===== src/common/wh_stream_pkg.sv =====
package wh_stream_pkg;

  // link side widths, one flit is the unit moved per link handshake
  localparam int flit_width_lp = 32;
  localparam int cord_width_lp = 8;
  // link length counts the flits that follow the first flit
  localparam int len_width_lp  = 8;

  // protocol side widths, pr_len holds the beat count minus one
  localparam int pr_data_width_lp = 8;
  localparam int pr_len_width_lp  = 8;
  localparam int opcode_width_lp  = 8;
  localparam int addr_width_lp    = 32;

  // wormhole header plus protocol header fill exactly two flits
  localparam int hdr_width_lp = 64;
  localparam int hdr_flits_lp = hdr_width_lp / flit_width_lp;

  // slot index inside the gatherer and a header flit counter that can reach hdr_flits_lp
  localparam int hdr_idx_width_lp = $clog2(hdr_flits_lp);
  localparam int hdr_cnt_width_lp = $clog2(hdr_flits_lp + 1);
  localparam logic [hdr_idx_width_lp-1:0] hdr_last_idx_lp = hdr_idx_width_lp'(hdr_flits_lp - 1);
  localparam logic [hdr_cnt_width_lp-1:0] hdr_cnt_full_lp = hdr_cnt_width_lp'(hdr_flits_lp);

  // each data flit carries four protocol beats, beat 0 in the low byte
  localparam int beats_per_flit_lp = flit_width_lp / pr_data_width_lp;
  localparam int lg_beats_lp       = $clog2(beats_per_flit_lp);
  localparam logic [lg_beats_lp-1:0] beat_last_lp = lg_beats_lp'(beats_per_flit_lp - 1);

  // header fields with cord in the lowest bits, so the struct lists them msb first
  typedef struct packed
  {
    logic [pr_len_width_lp-1:0] pr_len;
    logic [addr_width_lp-1:0]   addr;
    logic [opcode_width_lp-1:0] opcode;
    logic [len_width_lp-1:0]    len;
    logic [cord_width_lp-1:0]   cord;
  } wh_hdr_s;

  // the gatherer fills the word flit by flit, the decoder reads it as fields
  typedef union packed
  {
    logic [hdr_flits_lp-1:0][flit_width_lp-1:0] flits;
    wh_hdr_s                                    hdr;
  } wh_hdr_u;

  // client view of a header, the destination cord comes back as the source
  typedef struct packed
  {
    logic [opcode_width_lp-1:0] opcode;
    logic [addr_width_lp-1:0]   addr;
    logic [pr_len_width_lp-1:0] pr_len;
    logic [cord_width_lp-1:0]   src_cord;
  } dma_hdr_s;

endpackage


===== src/logic/dma_hdr_capture.sv =====
module dma_hdr_capture
  (
    input  logic                                      clk_i,
    input  logic                                      rst_n_i,

    // header word from the converter
    input  wh_stream_pkg::wh_hdr_u                    hdr_i,
    input  logic                                      hdr_v_i,
    output logic                                      hdr_ready_o,
    // beat count minus one, valid in the accept cycle
    output logic [wh_stream_pkg::pr_len_width_lp-1:0] pr_data_flits_o,

    // decoded header for the client
    output wh_stream_pkg::dma_hdr_s                   dma_hdr_o,
    output logic                                      dma_hdr_v_o,
    input  logic                                      dma_hdr_ready_i
  );

  logic full_r;
  wh_stream_pkg::dma_hdr_s dma_hdr_r;
  wh_stream_pkg::dma_hdr_s dma_hdr_n;
  logic hdr_accept;

  // the slot takes a new header when empty or when the client drains it this cycle
  assign hdr_ready_o = ~full_r | dma_hdr_ready_i;
  assign hdr_accept  = hdr_v_i & hdr_ready_o;

  // the converter loads its beat counter straight from the incoming field
  assign pr_data_flits_o = hdr_i.hdr.pr_len;

  // only the fields the client needs are kept, the link length is dropped here
  always_comb
  begin
    dma_hdr_n.opcode   = hdr_i.hdr.opcode;
    dma_hdr_n.addr     = hdr_i.hdr.addr;
    dma_hdr_n.pr_len   = hdr_i.hdr.pr_len;
    dma_hdr_n.src_cord = hdr_i.hdr.cord;
  end

  assign dma_hdr_o   = dma_hdr_r;
  assign dma_hdr_v_o = full_r;

  always_ff @(posedge clk_i or negedge rst_n_i)
  begin
    if (!rst_n_i)
    begin
      full_r <= 1'b0;
    end
    else if (hdr_accept)
    begin
      full_r <= 1'b1;
    end
    else if (dma_hdr_ready_i)
    begin
      full_r <= 1'b0;
    end
  end

  always_ff @(posedge clk_i)
  begin
    if (hdr_accept)
    begin
      dma_hdr_r <= dma_hdr_n;
    end
  end

endmodule


===== src/logic/parallel_in_serial_out_dynamic.sv =====
module parallel_in_serial_out_dynamic
  (
    input  logic                                      clk_i,
    input  logic                                      rst_n_i,

    // one data flit from the link is held until ready_o
    input  logic [wh_stream_pkg::flit_width_lp-1:0]   data_i,
    input  logic                                      v_i,
    output logic                                      ready_o,

    // protocol beats of one byte each
    output logic [wh_stream_pkg::pr_data_width_lp-1:0] data_o,
    output logic                                      v_o,
    input  logic                                      ready_i,

    // first_o marks beat 0 of a flit when len_i must be presented
    output logic                                      first_o,
    // zero based index of the last beat in this flit
    input  logic [wh_stream_pkg::lg_beats_lp-1:0]     len_i
  );

  // index of the beat on the output
  logic [wh_stream_pkg::lg_beats_lp-1:0] idx_r;
  // last beat index captured at beat 0
  logic [wh_stream_pkg::lg_beats_lp-1:0] len_r;
  // later beats are read from this copy of the flit
  logic [wh_stream_pkg::beats_per_flit_lp-1:0][wh_stream_pkg::pr_data_width_lp-1:0] flit_r;
  logic [wh_stream_pkg::lg_beats_lp-1:0] cur_len;
  logic last_beat;
  logic beat_accept;

  assign first_o = (idx_r == '0);

  // on beat 0 the length is still on the input and has not been captured yet
  assign cur_len = first_o ? len_i : len_r;
  assign last_beat = (idx_r == cur_len);

  // beat 0 goes straight from the link so there is no added latency
  assign data_o = first_o ? data_i[wh_stream_pkg::pr_data_width_lp-1:0] : flit_r[idx_r];
  assign v_o = v_i;

  assign beat_accept = v_o & ready_i;

  // the link flit is released together with the beat that ends it
  assign ready_o = beat_accept & last_beat;

  always_ff @(posedge clk_i or negedge rst_n_i)
  begin
    if (!rst_n_i)
    begin
      idx_r <= '0;
      len_r <= '0;
    end
    else if (beat_accept)
    begin
      if (last_beat)
      begin
        idx_r <= '0;
      end
      else
      begin
        idx_r <= idx_r + 1'b1;
      end

      if (first_o)
      begin
        len_r <= len_i;
      end
    end
  end

  // the whole flit is copied on beat 0 for the beats that follow
  always_ff @(posedge clk_i)
  begin
    if (beat_accept & first_o)
    begin
      flit_r <= data_i;
    end
  end

endmodule


===== src/logic/serial_in_parallel_out.sv =====
module serial_in_parallel_out
  (
    input  logic                                   clk_i,
    input  logic                                   rst_n_i,

    // incoming header flits from the link
    input  logic [wh_stream_pkg::flit_width_lp-1:0] data_i,
    input  logic                                   v_i,
    output logic                                   ready_o,

    // the whole header word
    output wh_stream_pkg::wh_hdr_u                 data_o,
    output logic                                   v_o,
    input  logic                                   ready_i
  );

  // slot the next flit goes into
  logic [wh_stream_pkg::hdr_idx_width_lp-1:0] idx_r;
  // earlier flits of the header, the last one never gets stored
  logic [wh_stream_pkg::hdr_flits_lp-2:0][wh_stream_pkg::flit_width_lp-1:0] flit_r;
  logic last_slot;
  logic store;

  assign last_slot = (idx_r == wh_stream_pkg::hdr_last_idx_lp);

  // the word is complete only while the last flit sits on the input
  assign v_o = v_i & last_slot;

  // earlier slots always have room, the last one waits on the consumer
  assign ready_o = v_i & (last_slot ? ready_i : 1'b1);

  assign store = v_i & ~last_slot;

  // stored flits come first in the word, the last flit passes straight through
  always_comb
  begin
    for (int i = 0; i < wh_stream_pkg::hdr_flits_lp - 1; i++)
    begin
      data_o.flits[i] = flit_r[i];
    end
    data_o.flits[wh_stream_pkg::hdr_flits_lp-1] = data_i;
  end

  always_ff @(posedge clk_i or negedge rst_n_i)
  begin
    if (!rst_n_i)
    begin
      idx_r <= '0;
    end
    else if (v_o & ready_i)
    begin
      // header handed over, start again at slot 0 for the next packet
      idx_r <= '0;
    end
    else if (store)
    begin
      idx_r <= idx_r + 1'b1;
    end
  end

  always_ff @(posedge clk_i)
  begin
    if (store)
    begin
      flit_r[idx_r] <= data_i;
    end
  end

endmodule


===== src/logic/wormhole_stream_control.sv =====
module wormhole_stream_control
  (
    input  logic                                  clk_i,
    input  logic                                  rst_n_i,

    // the length field is only meaningful on the first flit of a packet
    input  logic [wh_stream_pkg::len_width_lp-1:0] len_i,
    // a flit moves across the link this cycle
    input  logic                                  link_accept_i,

    output logic                                  is_hdr_o,
    output logic                                  is_data_o
  );

  // a packet is in flight after its first flit
  logic active_r;
  // flits still to come after the current one
  logic [wh_stream_pkg::len_width_lp-1:0] cnt_r;
  // header flits seen so far in this packet
  logic [wh_stream_pkg::hdr_cnt_width_lp-1:0] hdr_seen_r;
  logic hdr_done;

  assign hdr_done = (hdr_seen_r == wh_stream_pkg::hdr_cnt_full_lp);

  // when idle the next flit opens a packet and is always a header flit
  assign is_hdr_o  = ~active_r | ~hdr_done;
  assign is_data_o = active_r & hdr_done;

  always_ff @(posedge clk_i or negedge rst_n_i)
  begin
    if (!rst_n_i)
    begin
      active_r   <= 1'b0;
      cnt_r      <= '0;
      hdr_seen_r <= '0;
    end
    else if (link_accept_i)
    begin
      if (!active_r)
      begin
        // the first flit loads the count of flits that follow it
        active_r   <= (len_i != '0);
        cnt_r      <= len_i;
        hdr_seen_r <= 'd1;
      end
      else
      begin
        cnt_r <= cnt_r - 1'b1;
        if (!hdr_done)
        begin
          hdr_seen_r <= hdr_seen_r + 1'b1;
        end
        // the final flit of the packet returns us to idle
        if (cnt_r == 'd1)
        begin
          active_r <= 1'b0;
        end
      end
    end
  end

endmodule


===== src/logic/wormhole_stream_rx.sv =====
module wormhole_stream_rx
  (
    input  logic                                       clk_i,
    input  logic                                       rst_n_i,

    // wormhole link input
    input  logic [wh_stream_pkg::flit_width_lp-1:0]    link_data_i,
    input  logic                                       link_v_i,
    output logic                                       link_ready_o,

    // decoded header stream
    output wh_stream_pkg::dma_hdr_s                    dma_hdr_o,
    output logic                                       dma_hdr_v_o,
    input  logic                                       dma_hdr_ready_i,

    // protocol data stream
    output logic [wh_stream_pkg::pr_data_width_lp-1:0] data_o,
    output logic                                       data_v_o,
    input  logic                                       data_ready_i
  );

  wh_stream_pkg::wh_hdr_u hdr;
  logic hdr_v;
  logic hdr_ready;
  logic [wh_stream_pkg::pr_len_width_lp-1:0] pr_data_flits;

  wormhole_stream_out stream_out
  (
    .clk_i           (clk_i),
    .rst_n_i         (rst_n_i),
    .link_data_i     (link_data_i),
    .link_v_i        (link_v_i),
    .link_ready_o    (link_ready_o),
    .hdr_o           (hdr),
    .hdr_v_o         (hdr_v),
    .hdr_ready_i     (hdr_ready),
    .pr_data_flits_i (pr_data_flits),
    .data_o          (data_o),
    .data_v_o        (data_v_o),
    .data_ready_i    (data_ready_i)
  );

  // decodes the header and tells the converter how many beats follow
  dma_hdr_capture hdr_capture
  (
    .clk_i           (clk_i),
    .rst_n_i         (rst_n_i),
    .hdr_i           (hdr),
    .hdr_v_i         (hdr_v),
    .hdr_ready_o     (hdr_ready),
    .pr_data_flits_o (pr_data_flits),
    .dma_hdr_o       (dma_hdr_o),
    .dma_hdr_v_o     (dma_hdr_v_o),
    .dma_hdr_ready_i (dma_hdr_ready_i)
  );

endmodule


===== src/wormhole_stream_out/wormhole_stream_out.sv =====
module wormhole_stream_out
  (
    input  logic                                      clk_i,
    input  logic                                      rst_n_i,

    // flits from the wormhole link
    input  logic [wh_stream_pkg::flit_width_lp-1:0]   link_data_i,
    input  logic                                      link_v_i,
    output logic                                      link_ready_o,

    // assembled header word
    output wh_stream_pkg::wh_hdr_u                    hdr_o,
    output logic                                      hdr_v_o,
    input  logic                                      hdr_ready_i,
    // beat count minus one, returned during the header handshake
    input  logic [wh_stream_pkg::pr_len_width_lp-1:0] pr_data_flits_i,

    // protocol data beats
    output logic [wh_stream_pkg::pr_data_width_lp-1:0] data_o,
    output logic                                      data_v_o,
    input  logic                                      data_ready_i
  );

  logic is_hdr;
  logic is_data;
  logic hdr_v_li;
  logic hdr_ready_lo;
  logic data_v_li;
  logic data_ready_lo;
  logic piso_first_lo;
  logic [wh_stream_pkg::lg_beats_lp-1:0] piso_len_li;
  // beats left in the packet minus one, including the beat on the output
  logic [wh_stream_pkg::pr_len_width_lp-1:0] pr_data_cnt_r;
  logic pr_data_consumed;
  logic hdr_accept;
  logic beat_accept;

  // the link valid only reaches the side the current flit belongs to
  assign hdr_v_li  = is_hdr & link_v_i;
  assign data_v_li = is_data & link_v_i;

  assign link_ready_o = is_hdr ? hdr_ready_lo : data_ready_lo;

  // header flits are gathered into one word for the capture stage
  serial_in_parallel_out hdr_sipo
  (
    .clk_i   (clk_i),
    .rst_n_i (rst_n_i),
    .data_i  (link_data_i),
    .v_i     (hdr_v_li),
    .ready_o (hdr_ready_lo),
    .data_o  (hdr_o),
    .v_o     (hdr_v_o),
    .ready_i (hdr_ready_i)
  );

  assign hdr_accept  = hdr_v_o & hdr_ready_i;
  assign beat_accept = data_v_o & data_ready_i;
  assign pr_data_consumed = (pr_data_cnt_r == '0);

  // the count is loaded from the decoded header and stops at zero on the final beat
  always_ff @(posedge clk_i or negedge rst_n_i)
  begin
    if (!rst_n_i)
    begin
      pr_data_cnt_r <= '0;
    end
    else if (hdr_accept)
    begin
      pr_data_cnt_r <= pr_data_flits_i;
    end
    else if (beat_accept & ~pr_data_consumed)
    begin
      pr_data_cnt_r <= pr_data_cnt_r - 1'b1;
    end
  end

  // a full flit ends at beat 3, the last flit of a packet may end earlier
  always_comb
  begin
    piso_len_li = '0;
    if (piso_first_lo)
    begin
      if (pr_data_cnt_r >= wh_stream_pkg::pr_len_width_lp'(wh_stream_pkg::beat_last_lp))
      begin
        piso_len_li = wh_stream_pkg::beat_last_lp;
      end
      else
      begin
        piso_len_li = pr_data_cnt_r[wh_stream_pkg::lg_beats_lp-1:0];
      end
    end
  end

  // each data flit is split into bytes without waiting for the rest of the packet
  parallel_in_serial_out_dynamic data_piso
  (
    .clk_i   (clk_i),
    .rst_n_i (rst_n_i),
    .data_i  (link_data_i),
    .v_i     (data_v_li),
    .ready_o (data_ready_lo),
    .data_o  (data_o),
    .v_o     (data_v_o),
    .ready_i (data_ready_i),
    .first_o (piso_first_lo),
    .len_i   (piso_len_li)
  );

  // labels each link flit as header or data from the link length field
  wormhole_stream_control stream_control
  (
    .clk_i         (clk_i),
    .rst_n_i       (rst_n_i),
    .len_i         (link_data_i[wh_stream_pkg::cord_width_lp +: wh_stream_pkg::len_width_lp]),
    .link_accept_i (link_ready_o & link_v_i),
    .is_hdr_o      (is_hdr),
    .is_data_o     (is_data)
  );

endmodule


===== config.mk =====
export PLATFORM = sky130hd
export DESIGN_NAME = wormhole_stream_rx
export DESIGN_NICKNAME = d
export VERILOG_FILES = /design/src/common/wh_stream_pkg.sv /design/src/logic/dma_hdr_capture.sv /design/src/logic/parallel_in_serial_out_dynamic.sv /design/src/logic/serial_in_parallel_out.sv /design/src/logic/wormhole_stream_control.sv /design/src/logic/wormhole_stream_rx.sv /design/src/wormhole_stream_out/wormhole_stream_out.sv
export SDC_FILE = /design/constraint.sdc
export NUM_CORES = 1
export LEC_CHECK = 0
export BUFFER_PORTS_ARGS = -buffer_cell sky130_fd_sc_hd__buf_2
export CORE_MARGIN = 2
export CORE_UTILIZATION = 49
export CTS_CLUSTER_SIZE = 28
export DETAILED_ROUTE_END_ITERATION = 10
export HOLD_SLACK_MARGIN = 0.06
export PLACE_DENSITY = 0.82
export REMOVE_ABC_BUFFERS = 1
export SLEW_MARGIN = 15
export SYNTH_ARGS = -nofsm -noshare
export SYNTH_HDL_FRONTEND = slang
export SYNTH_SLANG_ARGS = --single-unit

===== constraint.sdc =====
create_clock -name clk_i -period 3.2 [get_ports clk_i]
set_clock_uncertainty 0.2 [all_clocks]
set_input_delay 0.64 -clock clk_i [delete_from_list [all_inputs] [get_ports clk_i]]
set_output_delay 0.64 -clock clk_i [all_outputs]
set_load 0.005 [all_outputs]

Word level (Yosys, flattened, before mapping) --
Cells that the tools add are included.
Storage, ports and cells: memory bits (writable) 0, output and inout port bits 67, register bits after elaboration 145, bits in latches 0, logic and storage cells 78, memories 0, ROM bits 0
Operators by class: shift-type cells 0, multiply operators 0, div/mod/pow operators 0, $lt $le $gt $ge 4, multiplexer cells 21, bitwise gates (word level) 19, reductions and logical operators 8, eq/ne operators 4, $add $sub $neg 5
Operator list (count):
- two-way mux 8 bit | 5
- bitwise mux 32 bit | 1
- two-way mux 32 bit | 1
- binary-select mux 8 bit (select 2 bit) | 1
- subtractor 8 x 1 -> 8 bit (second input constant) | 2
- bitwise AND 1 bit | 12
- two-way mux 2 bit | 5
- equality test 8 x 1 -> 1 bit (second input constant) | 1
- >= comparator 8 x 2 -> 1 bit (second input constant) | 1
- logical NOT 8 bit | 1
- two-way mux 1 bit | 8
- nonzero test 8 bit | 1
- nonzero test 2 bit | 3
- inverter 1 bit | 5
- adder 2 x 1 -> 2 bit (second input constant) | 2
- less-than comparator 2 x 3 -> 1 bit (second input constant) | 1
- equality test 2 bit | 1
- equality test 2 bit (second input constant) | 1
- logical NOT 2 bit | 1
- inequality test 2 bit (second input constant) | 1
- bitwise OR 1 bit | 2
- AND reduction 2 bit | 1
- adder 1 bit (second input constant) | 1
- >= comparator 1 bit (second input constant) | 1
- other kinds (2) | 2

Logic depth before layout (Yosys ltp) --
Gate-level depths: netlist of run 1.
depth in word-level cells 8, mapped depth 10

Modules after synthesis --
From an unflattened synthesis of run 1, not the netlist that was laid out.
Second synthesis, totals: cells, all modules 366, area, all modules 5875.6 um^2
Modules (own cells, without submodules):
- dma_hdr_capture | instances 1, area an instance 1795.5 um^2, cells each 68, seq. area each 1706.6 um^2
- parallel_in_serial_out_dynamic | instances 1, area an instance 1537.7 um^2, cells each 81, seq. area each 1061.0 um^2
- serial_in_parallel_out | instances 1, area an instance 1267.5 um^2, cells each 71, seq. area each 985.9 um^2
- wormhole_stream_control | instances 1, area an instance 706.9 um^2, cells each 82, seq. area each 275.3 um^2
- wormhole_stream_out | instances 1, area an instance 568.0 um^2, cells each 64, seq. area each 200.2 um^2

Worst setup path after synthesis of run 1 --
OpenSTA, ideal clock, no wires.
kind flip-flop to flip-flop, start register stream_out.data_piso.idx_r[1] in the netlist's numbering, end register stream_out.data_piso.flit_r[0] in the netlist's numbering (enable), library setup time 0.427 ns, data required time 2.573 ns, path buffers 2, stages on the path, launching flop included 7, path slack -0.040 ns, arrival time 2.614 ns, path through dfrtp_1 > buf_2 > inv_1 > ha_1 > buf_2 > inv_1 > nor2_1
On the way: word-level cells in the longest chain between the ends 2
Ends and longest elaborated chain:
- start, declared | line parallel_in_serial_out_dynamic.sv:23 | logic [wh_stream_pkg::lg_beats_lp-1:0] idx_r;
- start signal, assigned | line parallel_in_serial_out_dynamic.sv:62 | idx_r <= idx_r + 1'b1;
- logical NOT 2 bit | line parallel_in_serial_out_dynamic.sv:32 | assign first_o = (idx_r == '0);
- bitwise AND 1 bit | line parallel_in_serial_out_dynamic.sv:75 | if (beat_accept & first_o)
- end signal, assigned | line parallel_in_serial_out_dynamic.sv:77 | flit_r <= data_i;
- end, declared | line parallel_in_serial_out_dynamic.sv:27 | logic [wh_stream_pkg::beats_per_flit_lp-1:0][wh_stream_pkg::pr_data_width_lp-1:0] flit_r;
No other way between the ends. A chain may end at the register's enable or synchronous reset.

Worst setup path in the final report of run 1 --
start register stream_out.data_piso.idx_r[0] in the netlist's numbering, end output link_ready_o
On the way: word-level cells in the longest chain between the ends 5
Ends and longest elaborated chain:
- logical NOT 2 bit | line parallel_in_serial_out_dynamic.sv:32
- two-way mux 2 bit
- equality test 2 bit (*) | line parallel_in_serial_out_dynamic.sv:36 | assign last_beat = (idx_r == cur_len);
- bitwise AND 1 bit (*) | line parallel_in_serial_out_dynamic.sv:45 | assign ready_o = beat_accept & last_beat;
- two-way mux 1 bit (*) | line wormhole_stream_out.sv:42 | assign link_ready_o = is_hdr ? hdr_ready_lo : data_ready_lo;
- end, declared | line wormhole_stream_rx.sv:9 | output logic link_ready_o,
Every way passes the cells marked *; elsewhere a longest branch is shown, timed or not.

==> results of run 1 <==
## worst max-delay path, stage by stage, from the launching register on
cell and delay, ns:
dfrtp_1 0.37, inv_1 0.09, ha_1 0.17, inv_1 0.22
a41oi_2 0.31, nand4_4 0.20, a21o_1 0.22, buf_2 0.12
## metrics by stage
step	total power, uW	TNS, ns	std cells	hold slack (ns)
2_1_floorplan	3508	-5.900	328	0.1444
3_3_place_gp	4043	0	578	0.2011
3_5_place_dp	4117	0	578	0.2054
4_1_cts	5866	0	610	0.1031
5_1_grt	6125	0	610	0.1156
6_report	5807	0	610	0.1290
## power by group
part	internal (uW)	switching (uW)	leakage (uW)
clock	1020	699	0.000244
combinational	645	870	0.00100
sequential	2370	209	0.00133
## layout make-up
type | instances | area [sq um] | share of cell area, %
sequential | 137 | 3989 | 60.40
multi-input combinational | 178 | 1275 | 19.31
timing repair buffer | 111 | 590.6 | 8.943
clock buffer | 19 | 421.7 | 6.385
tap | 140 | 175.2 | 2.653
clock inverter | 12 | 103.9 | 1.573
inverter | 13 | 48.80 | 0.7389
## final timing paths
path / slack, ns / endpoint / from
hold reg to reg: 0.21 / hdr_capture.dma_hdr_o[21] / stream_out.hdr_sipo.flit_r[29]
setup / recovery: 0.15 / link_ready_o / stream_out.data_piso.idx_r[0]
hold / removal: 0.13 / hdr_capture.dma_hdr_o[47] / link_data_i[23]
setup reg to reg: 0.87 / stream_out.stream_control.cnt_r[6] / stream_out.stream_control.cnt_r[0]
min in group asynchronous: 0.46 / stream_out.stream_control.cnt_r[2] / rst_n_i
max in group asynchronous: 1.93 / stream_out.pr_data_cnt_r[2] / rst_n_i
## what timing repair did
item                                   CTS  global route
endpoints found under the hold margin   25             0
hold buffers                             1             0
setup endpoints to repair                0             1
resized for setup                        0             1
## state kept, by name (all words and copies together), names as in the netlist
register	count
stream_out.stream_control.hdr_seen_r	2
stream_out.hdr_sipo.flit_r	24
stream_out.data_piso.len_r	2
hdr_capture.dma_hdr_v_o	1
stream_out.pr_data_cnt_r	8
stream_out.data_piso.flit_r	32
stream_out.hdr_sipo.idx_r	1
stream_out.stream_control.active_r	1
hdr_capture.dma_hdr_o	56
stream_out.data_piso.idx_r	2
stream_out.stream_control.cnt_r	8
## cells by family after synthesis
family	synth area share, %
simple gates	9.625
xor+xnor	1.475
mux	3.560
buf+inv	1.756
compound gates	7.284
fa+ha+maj	1.639
flops	74.66
## cell usage in the layout (no fill, tap or decap), types with 8 or more instances in the layout
cell       count
clkbuf_16     16
nand2_1       43
inv_1         12
nor2_1        17
dfrtp_1       25
buf_2        103
edfxtp_1     112
mux4_2         8
a21oi_1       11
## synth_stat cells (4+ instances only)
cell type	instances	area, sq um
edfxtp_1	112	3363
nand2_1	43	161.4
dfrtp_1	25	625.6
nor2_1	19	71.32
inv_1	12	45.04
a21oi_1	11	55.05
mux4_2	8	180.2
ha_1	7	87.58
nor3_1	7	35.03
xnor2_1	7	61.31
o21ai_1	6	30.03
clkbuf_1	5	18.77
a21o_1	4	30.03
and2_1	4	25.02
nand3_1	4	20.02
o211a_1	4	40.04
## layer usage
layer	vias to the layer above	part of all wire, %	global-route usage, %
met5	-	0	0
met4	0	1.1	9.249
met3	10	8.3	6.510
met2	140	50	29.46
met1	1632	41	24.05
li1	1523	-	-
==> metrics.md, run 1 <==
| Metric | Value |
|---|---|
| Root Driver | clkbuf_8 |
| Via count | 3305 |
| Worst setup SP type | register |
| Final hold violation count | 0 |
| Hold Path Class | in -> reg |
| Fin worst setup slack | 0.1458 ns |
| WP data required | 2.36 ns |
| Vias in the first global route | 3187 |
| Final core utilization | 61.46% |
| Vias per cell | 5.418 |
| GRT overflow | 0 |
| Synthesized instance count | 337 |
| Antenna diodes | 0 |
| Final Wtd Congestion | 0.9118 |
| Die W | 108.4 um |
| Share of cells above drive strength 1 | 34.04% |
| I/O pin count | 104 |
| Initial core utilization | 49.72% |
| Most used flip-flop cell after synthesis | edfxtp_1 |
| Post-DP HPWL | 7149 um |
| Period utilization | 95.44% |
| Lkg Pwr | 0.002574 uW |
| Initial antenna violation count | 0 |
| EDFF count, synth | 112 |
| Global-route wire length before repair | 16280 um |
| Die Y | 108.4 um |
| CTS Buf Count | 17 |
| Worst skew pair latency | 0.52 ns |
| # H-tree levels | 4 |
| # clock sinks | 137 |
| Share of flip-flops with an asynchronous set or reset | 18.25% |
| WL/cell | 17.35 um |
| DR DRC count | 0 |
| Site row count | 38 |
| Clk pin slew, worst setup/hold paths | 0.06 ns |
| Clock period minus worst slack | 3.054 ns |
| CP endpoint kind | primary output |
| Post-layout nets | 502 |
| Routed wire length | 10580 um |
| Cell count of the worst hold path | 1 |
| Avg Inst Size Synth | 15.85 sq um |
| Total core area | 0.01075 sq mm |
| Initial DRC Count | 280 |
| Synth-to-Final Area Change | 23.61% |
| Status | finished, final reports clean |
| Post-synthesis cell area | 0.005343 sq mm |
| Post-CTS setup buffer count | 0 |
| Pin count of the biggest net entering global routing | 57 |
| Count of cell types in the netlist | 59 |
| FF+latch count, synth | 137 |
| Number of port buffers | 103 |
| Max Cap Viol | 0 |
| Pins Over Slew Limit | 0 |
| Slew HR | 59.67% |
| Post-DP Area | 0.006063 sq mm |
| Max VDD drop | 440.3 uV |
| Post-route ant nets | 0 |
| Actual slew at the worst max-slew pin | 0.6049 ns |
| Unrepaired setup endpoints after global routing | no |
| Yosys Warn Count | 0 |
| Pre-CTS WS | 0.6061 ns |
| Die Area | 0.01175 sq mm |
| Critical path type | reg -> out |
| CTS tree | yes |
| PD cells | 879.4 mW/mm^2 |
| Longest Clk Path Bufs | 2 |
| Critical Path AT | 2.21 ns |
| Sequential area share after synthesis | 74.66% |
| Drt first pass iters | 4 |
| Fillers | 801 |
| Worst R2R Path Depth | 7 |
| Final instance area | 0.006604 sq mm |
| Max Fclk | 327.4 MHz |
| GRT Util Overall | 19.01% |
| CP max FO | 10 |
| Final setup fails | 0 |
(Power assumes the default switching activity.)
==> inputs of run 2 (changes only) <==
Settings changed: BUFFER_PORTS_ARGS -buffer_cell sky130_fd_sc_hd__buf_2 to default, CORE_UTILIZATION 49 to 60, CTS_CLUSTER_DIAMETER from default to 200, DONT_BUFFER_PORTS from default to 1, PLACE_DENSITY 0.82 to 0.83.
Clock period 3.2 ns to 3 ns, I/O delays scaled along.
==> run 2 against run 1 <==
Design area down 1.3%; via count down 3.4%; register-to-register slack worse by 0.24 ns; wire length up 16%; critical endpoint unchanged; die area down 18%; worst hold slack worse by 0.056 ns; first-iteration DRC count up 38%.
==> metrics.md, run 2 (synthesis gave the netlist of run 1 again) <==
| Metric | Value |
|---|---|
| Status | finished, final reports clean |
| Site row count | 34 (-11%) |
| Antenna diodes | 0 (unchanged) |
| CP endpoint kind | primary output |
| CTS tree | yes |
| DR DRC count | 0 (unchanged) |
| WL/cell | 23.81 um (+37%) |
| Post-DP Area | 0.005523 sq mm (-8.9%) |
| Worst skew pair latency | 0.52 ns (about the same) |
| Hold Startpoint | dma_hdr_ready_i |
| Die Y | 98.36 um (-9.3%) |
| Synth-to-Final Area Change | 22.04% |
| Die Area | 0.009675 sq mm (-18%) |
| Final instance area | 0.006520 sq mm (-1.3%) |
| Post-route ant nets | 0 (unchanged) |
| Period utilization | 97.85% |
| Pin count of the biggest net entering global routing | 66 (+16%) |
| Metal2 WL | 6257 um (+19%) |
| GRT Util Overall | 25.80% (+6.8 points) |
| CP max FO | 7 (-3) |
| Initial core utilization | 61.56% (+12 points) |
| Vias in the first global route | 3157 (-0.94%) |
| RR Startpoint | stream_out.stream_control.cnt_r[0] |
| Metal3 WL | 957 um (+9.5%) |
| Worst R2R Path Depth | 7 (unchanged) |
| PD cells | 990.4 mW/mm^2 (+13%) |
| Critical Path AT | 2.14 ns (-0.07 ns) |
| Storage cell area | 0.003990 sq mm (about the same) |
| R2r setup slk | 0.63 ns (-0.24 ns) |
| Vias per cell | 6.186 (+14%) |
| Final Wtd Congestion | 0.8920 (-2.2%) |
| Slew HR | 68.92% (+9.2 points) |
| # clock sinks | 137 (unchanged) |
| CP Cell Sequence | inv_1, ha_2, a21oi_1, nor2_1, buf_4, a21o_1 |
| Via count | 3192 (-3.4%) |
| Lkg Pwr | 0.002372 uW (-7.9%) |
| # H-tree levels | 4 (unchanged) |
| Critical path type | reg -> out |
| Hold Path Class | in -> reg |
| Global-route wire length before repair | 18350 um (+13%) |
| I/O pin count | 104 (unchanged) |
| Clk pin slew, worst setup/hold paths | 0.07 ns (about the same) |
| Fillers | 489 (-39%) |
| Pins Over Slew Limit | 0 (unchanged) |
| Worst R2R End | stream_out.stream_control.cnt_r[6] |
| CTS Buf Count | 17 (unchanged) |
| Die W | 98.36 um (-9.3%) |
| Routed wire length | 12290 um (+16%) |
| Drt first pass iters | 5 (+1) |
| Longest Clk Path Bufs | 2 (unchanged) |
| Max Cap Viol | 0 (unchanged) |
| Max Fclk | 340.7 MHz |
| Commonest cells after routing, fill and taps aside | 112 x edfxtp_1, 42 x nand2_1, 33 x dlygate4sd3_1, 24 x dfrtp_1, 17 x nor2_1 |
| Clock period minus worst slack | 2.935 ns |
| Number of port buffers | 0 (-100%) |
| Cell count of the worst hold path | 2 (+1) |
| Max VDD drop | 557.9 uV (+27%) |
| Root Driver | clkbuf_8 |
| Total core area | 0.008678 sq mm (-19%) |
| Area of the multi-input gates | 0.001297 sq mm (+1.8%) |
| Cell at the slowest stage of the critical path | dfrtp_1 |
| Commonest non-fill, non-tap cell in the layout | edfxtp_1 |
| Max reg flops | 56 (unchanged) |
| Worst setup SP type | register |
| GRT overflow | 0 (unchanged) |
| Actual slew at the worst max-slew pin | 0.4662 ns (-0.1387 ns) |
| Initial antenna violation count | 0 (unchanged) |
| Largest stage delay on the critical path | 0.50 ns (+0.13 ns) |
| Final core utilization | 75.13% (+14 points) |
| Initial DRC Count | 387 (+38%) |
| Share of cells above drive strength 1 | 17.40% (-17 points) |
| WP data required | 2.20 ns (-0.16 ns) |
| Top routing layer used | met4 |
| Met1 WL | 4719 um (+9.2%) |
| Final hold violation count | 0 (unchanged) |
| Hold EP | hdr_capture.dma_hdr_v_o |
| Final setup fails | 0 (unchanged) |
| Post-DP HPWL | 6729 um (-5.9%) |
| Post-layout nets | 439 (-13%) |
[run 2: repair_timing]
action                                 in CTS  in global routing
setup endpoints to repair                   1                  1
buffers inserted                            0                  5
gates resized for setup                     1                  5
pin swaps                                   0                  3
hold buffers                               34                  0
endpoints found under the hold margin     121                  0
[run 2: worst max-delay path: cells and delay by family (launching register included)]
| kind | cells | cell delay [ns] |
|---|---|---|
| simple gates | 1 | 0.07 |
| buf+inv | 2 | 0.31 |
| flops | 1 | 0.50 |
| compound gates | 2 | 0.50 |
| fa+ha+maj | 1 | 0.23 |
[run 2: how the worst max path moves through the flow]
stage,start,end,slack [ns],cells past startpoint
2_1_floorplan,stream_out.data_piso.idx_r[0],stream_out.data_piso.flit_r[0],-0.38,4
3_3_place_gp,stream_out.pr_data_cnt_r[0],link_ready_o,0.59,5
6_report,stream_out.data_piso.idx_r[1],link_ready_o,0.06,6
3_5_place_dp,stream_out.pr_data_cnt_r[0],link_ready_o,0.52,5
5_1_grt,stream_out.data_piso.idx_r[1],link_ready_o,-0.02,6
4_1_cts,stream_out.data_piso.idx_r[1],link_ready_o,0.05,6
[run 2: stage by stage]
stage | setup slack (ns) | hold slack [ns] | setup TNS [ns] | power [uW] | instances
3_3_place_gp | 0.5879 | 0.1053 | 0 | 4104 | 445
3_5_place_dp | 0.5158 | 0.1051 | 0 | 4183 | 445
4_1_cts | 0.04630 | 0.06318 | 0 | 6295 | 511
6_report | 0.06463 | 0.07289 | 0 | 6458 | 516
5_1_grt | -0.02383 | 0.06823 | -0.02383 | 6727 | 516
2_1_floorplan | -0.3791 | 0.1044 | -12.70 | 3742 | 328
[run 2: routing by layer]
| layer | vias up | track usage [%] |
|---|---|---|
| li1 | 1401 | - |
| met1 | 1567 | 32.94 |
| met2 | 192 | 42.18 |
| met3 | 32 | 8.089 |
| met4 | 0 | 9.378 |
| met5 | - | 0 |
[run 2: area by class of cell]
class,instances,area share [%]
flip-flops and latches,137,61.20
multi-input cells,178,19.90
repair buffers,48,7.177
clock buffers,18,6.410
clock inverters,14,2.495
well taps,108,2.073
inverters,13,0.7484
[run 2: power by group]
group / total [uW] / internal, uW / switching, uW
logic: 1580 / 632 / 948
registers: 2830 / 2530 / 296
clock network: 2050 / 1200 / 847
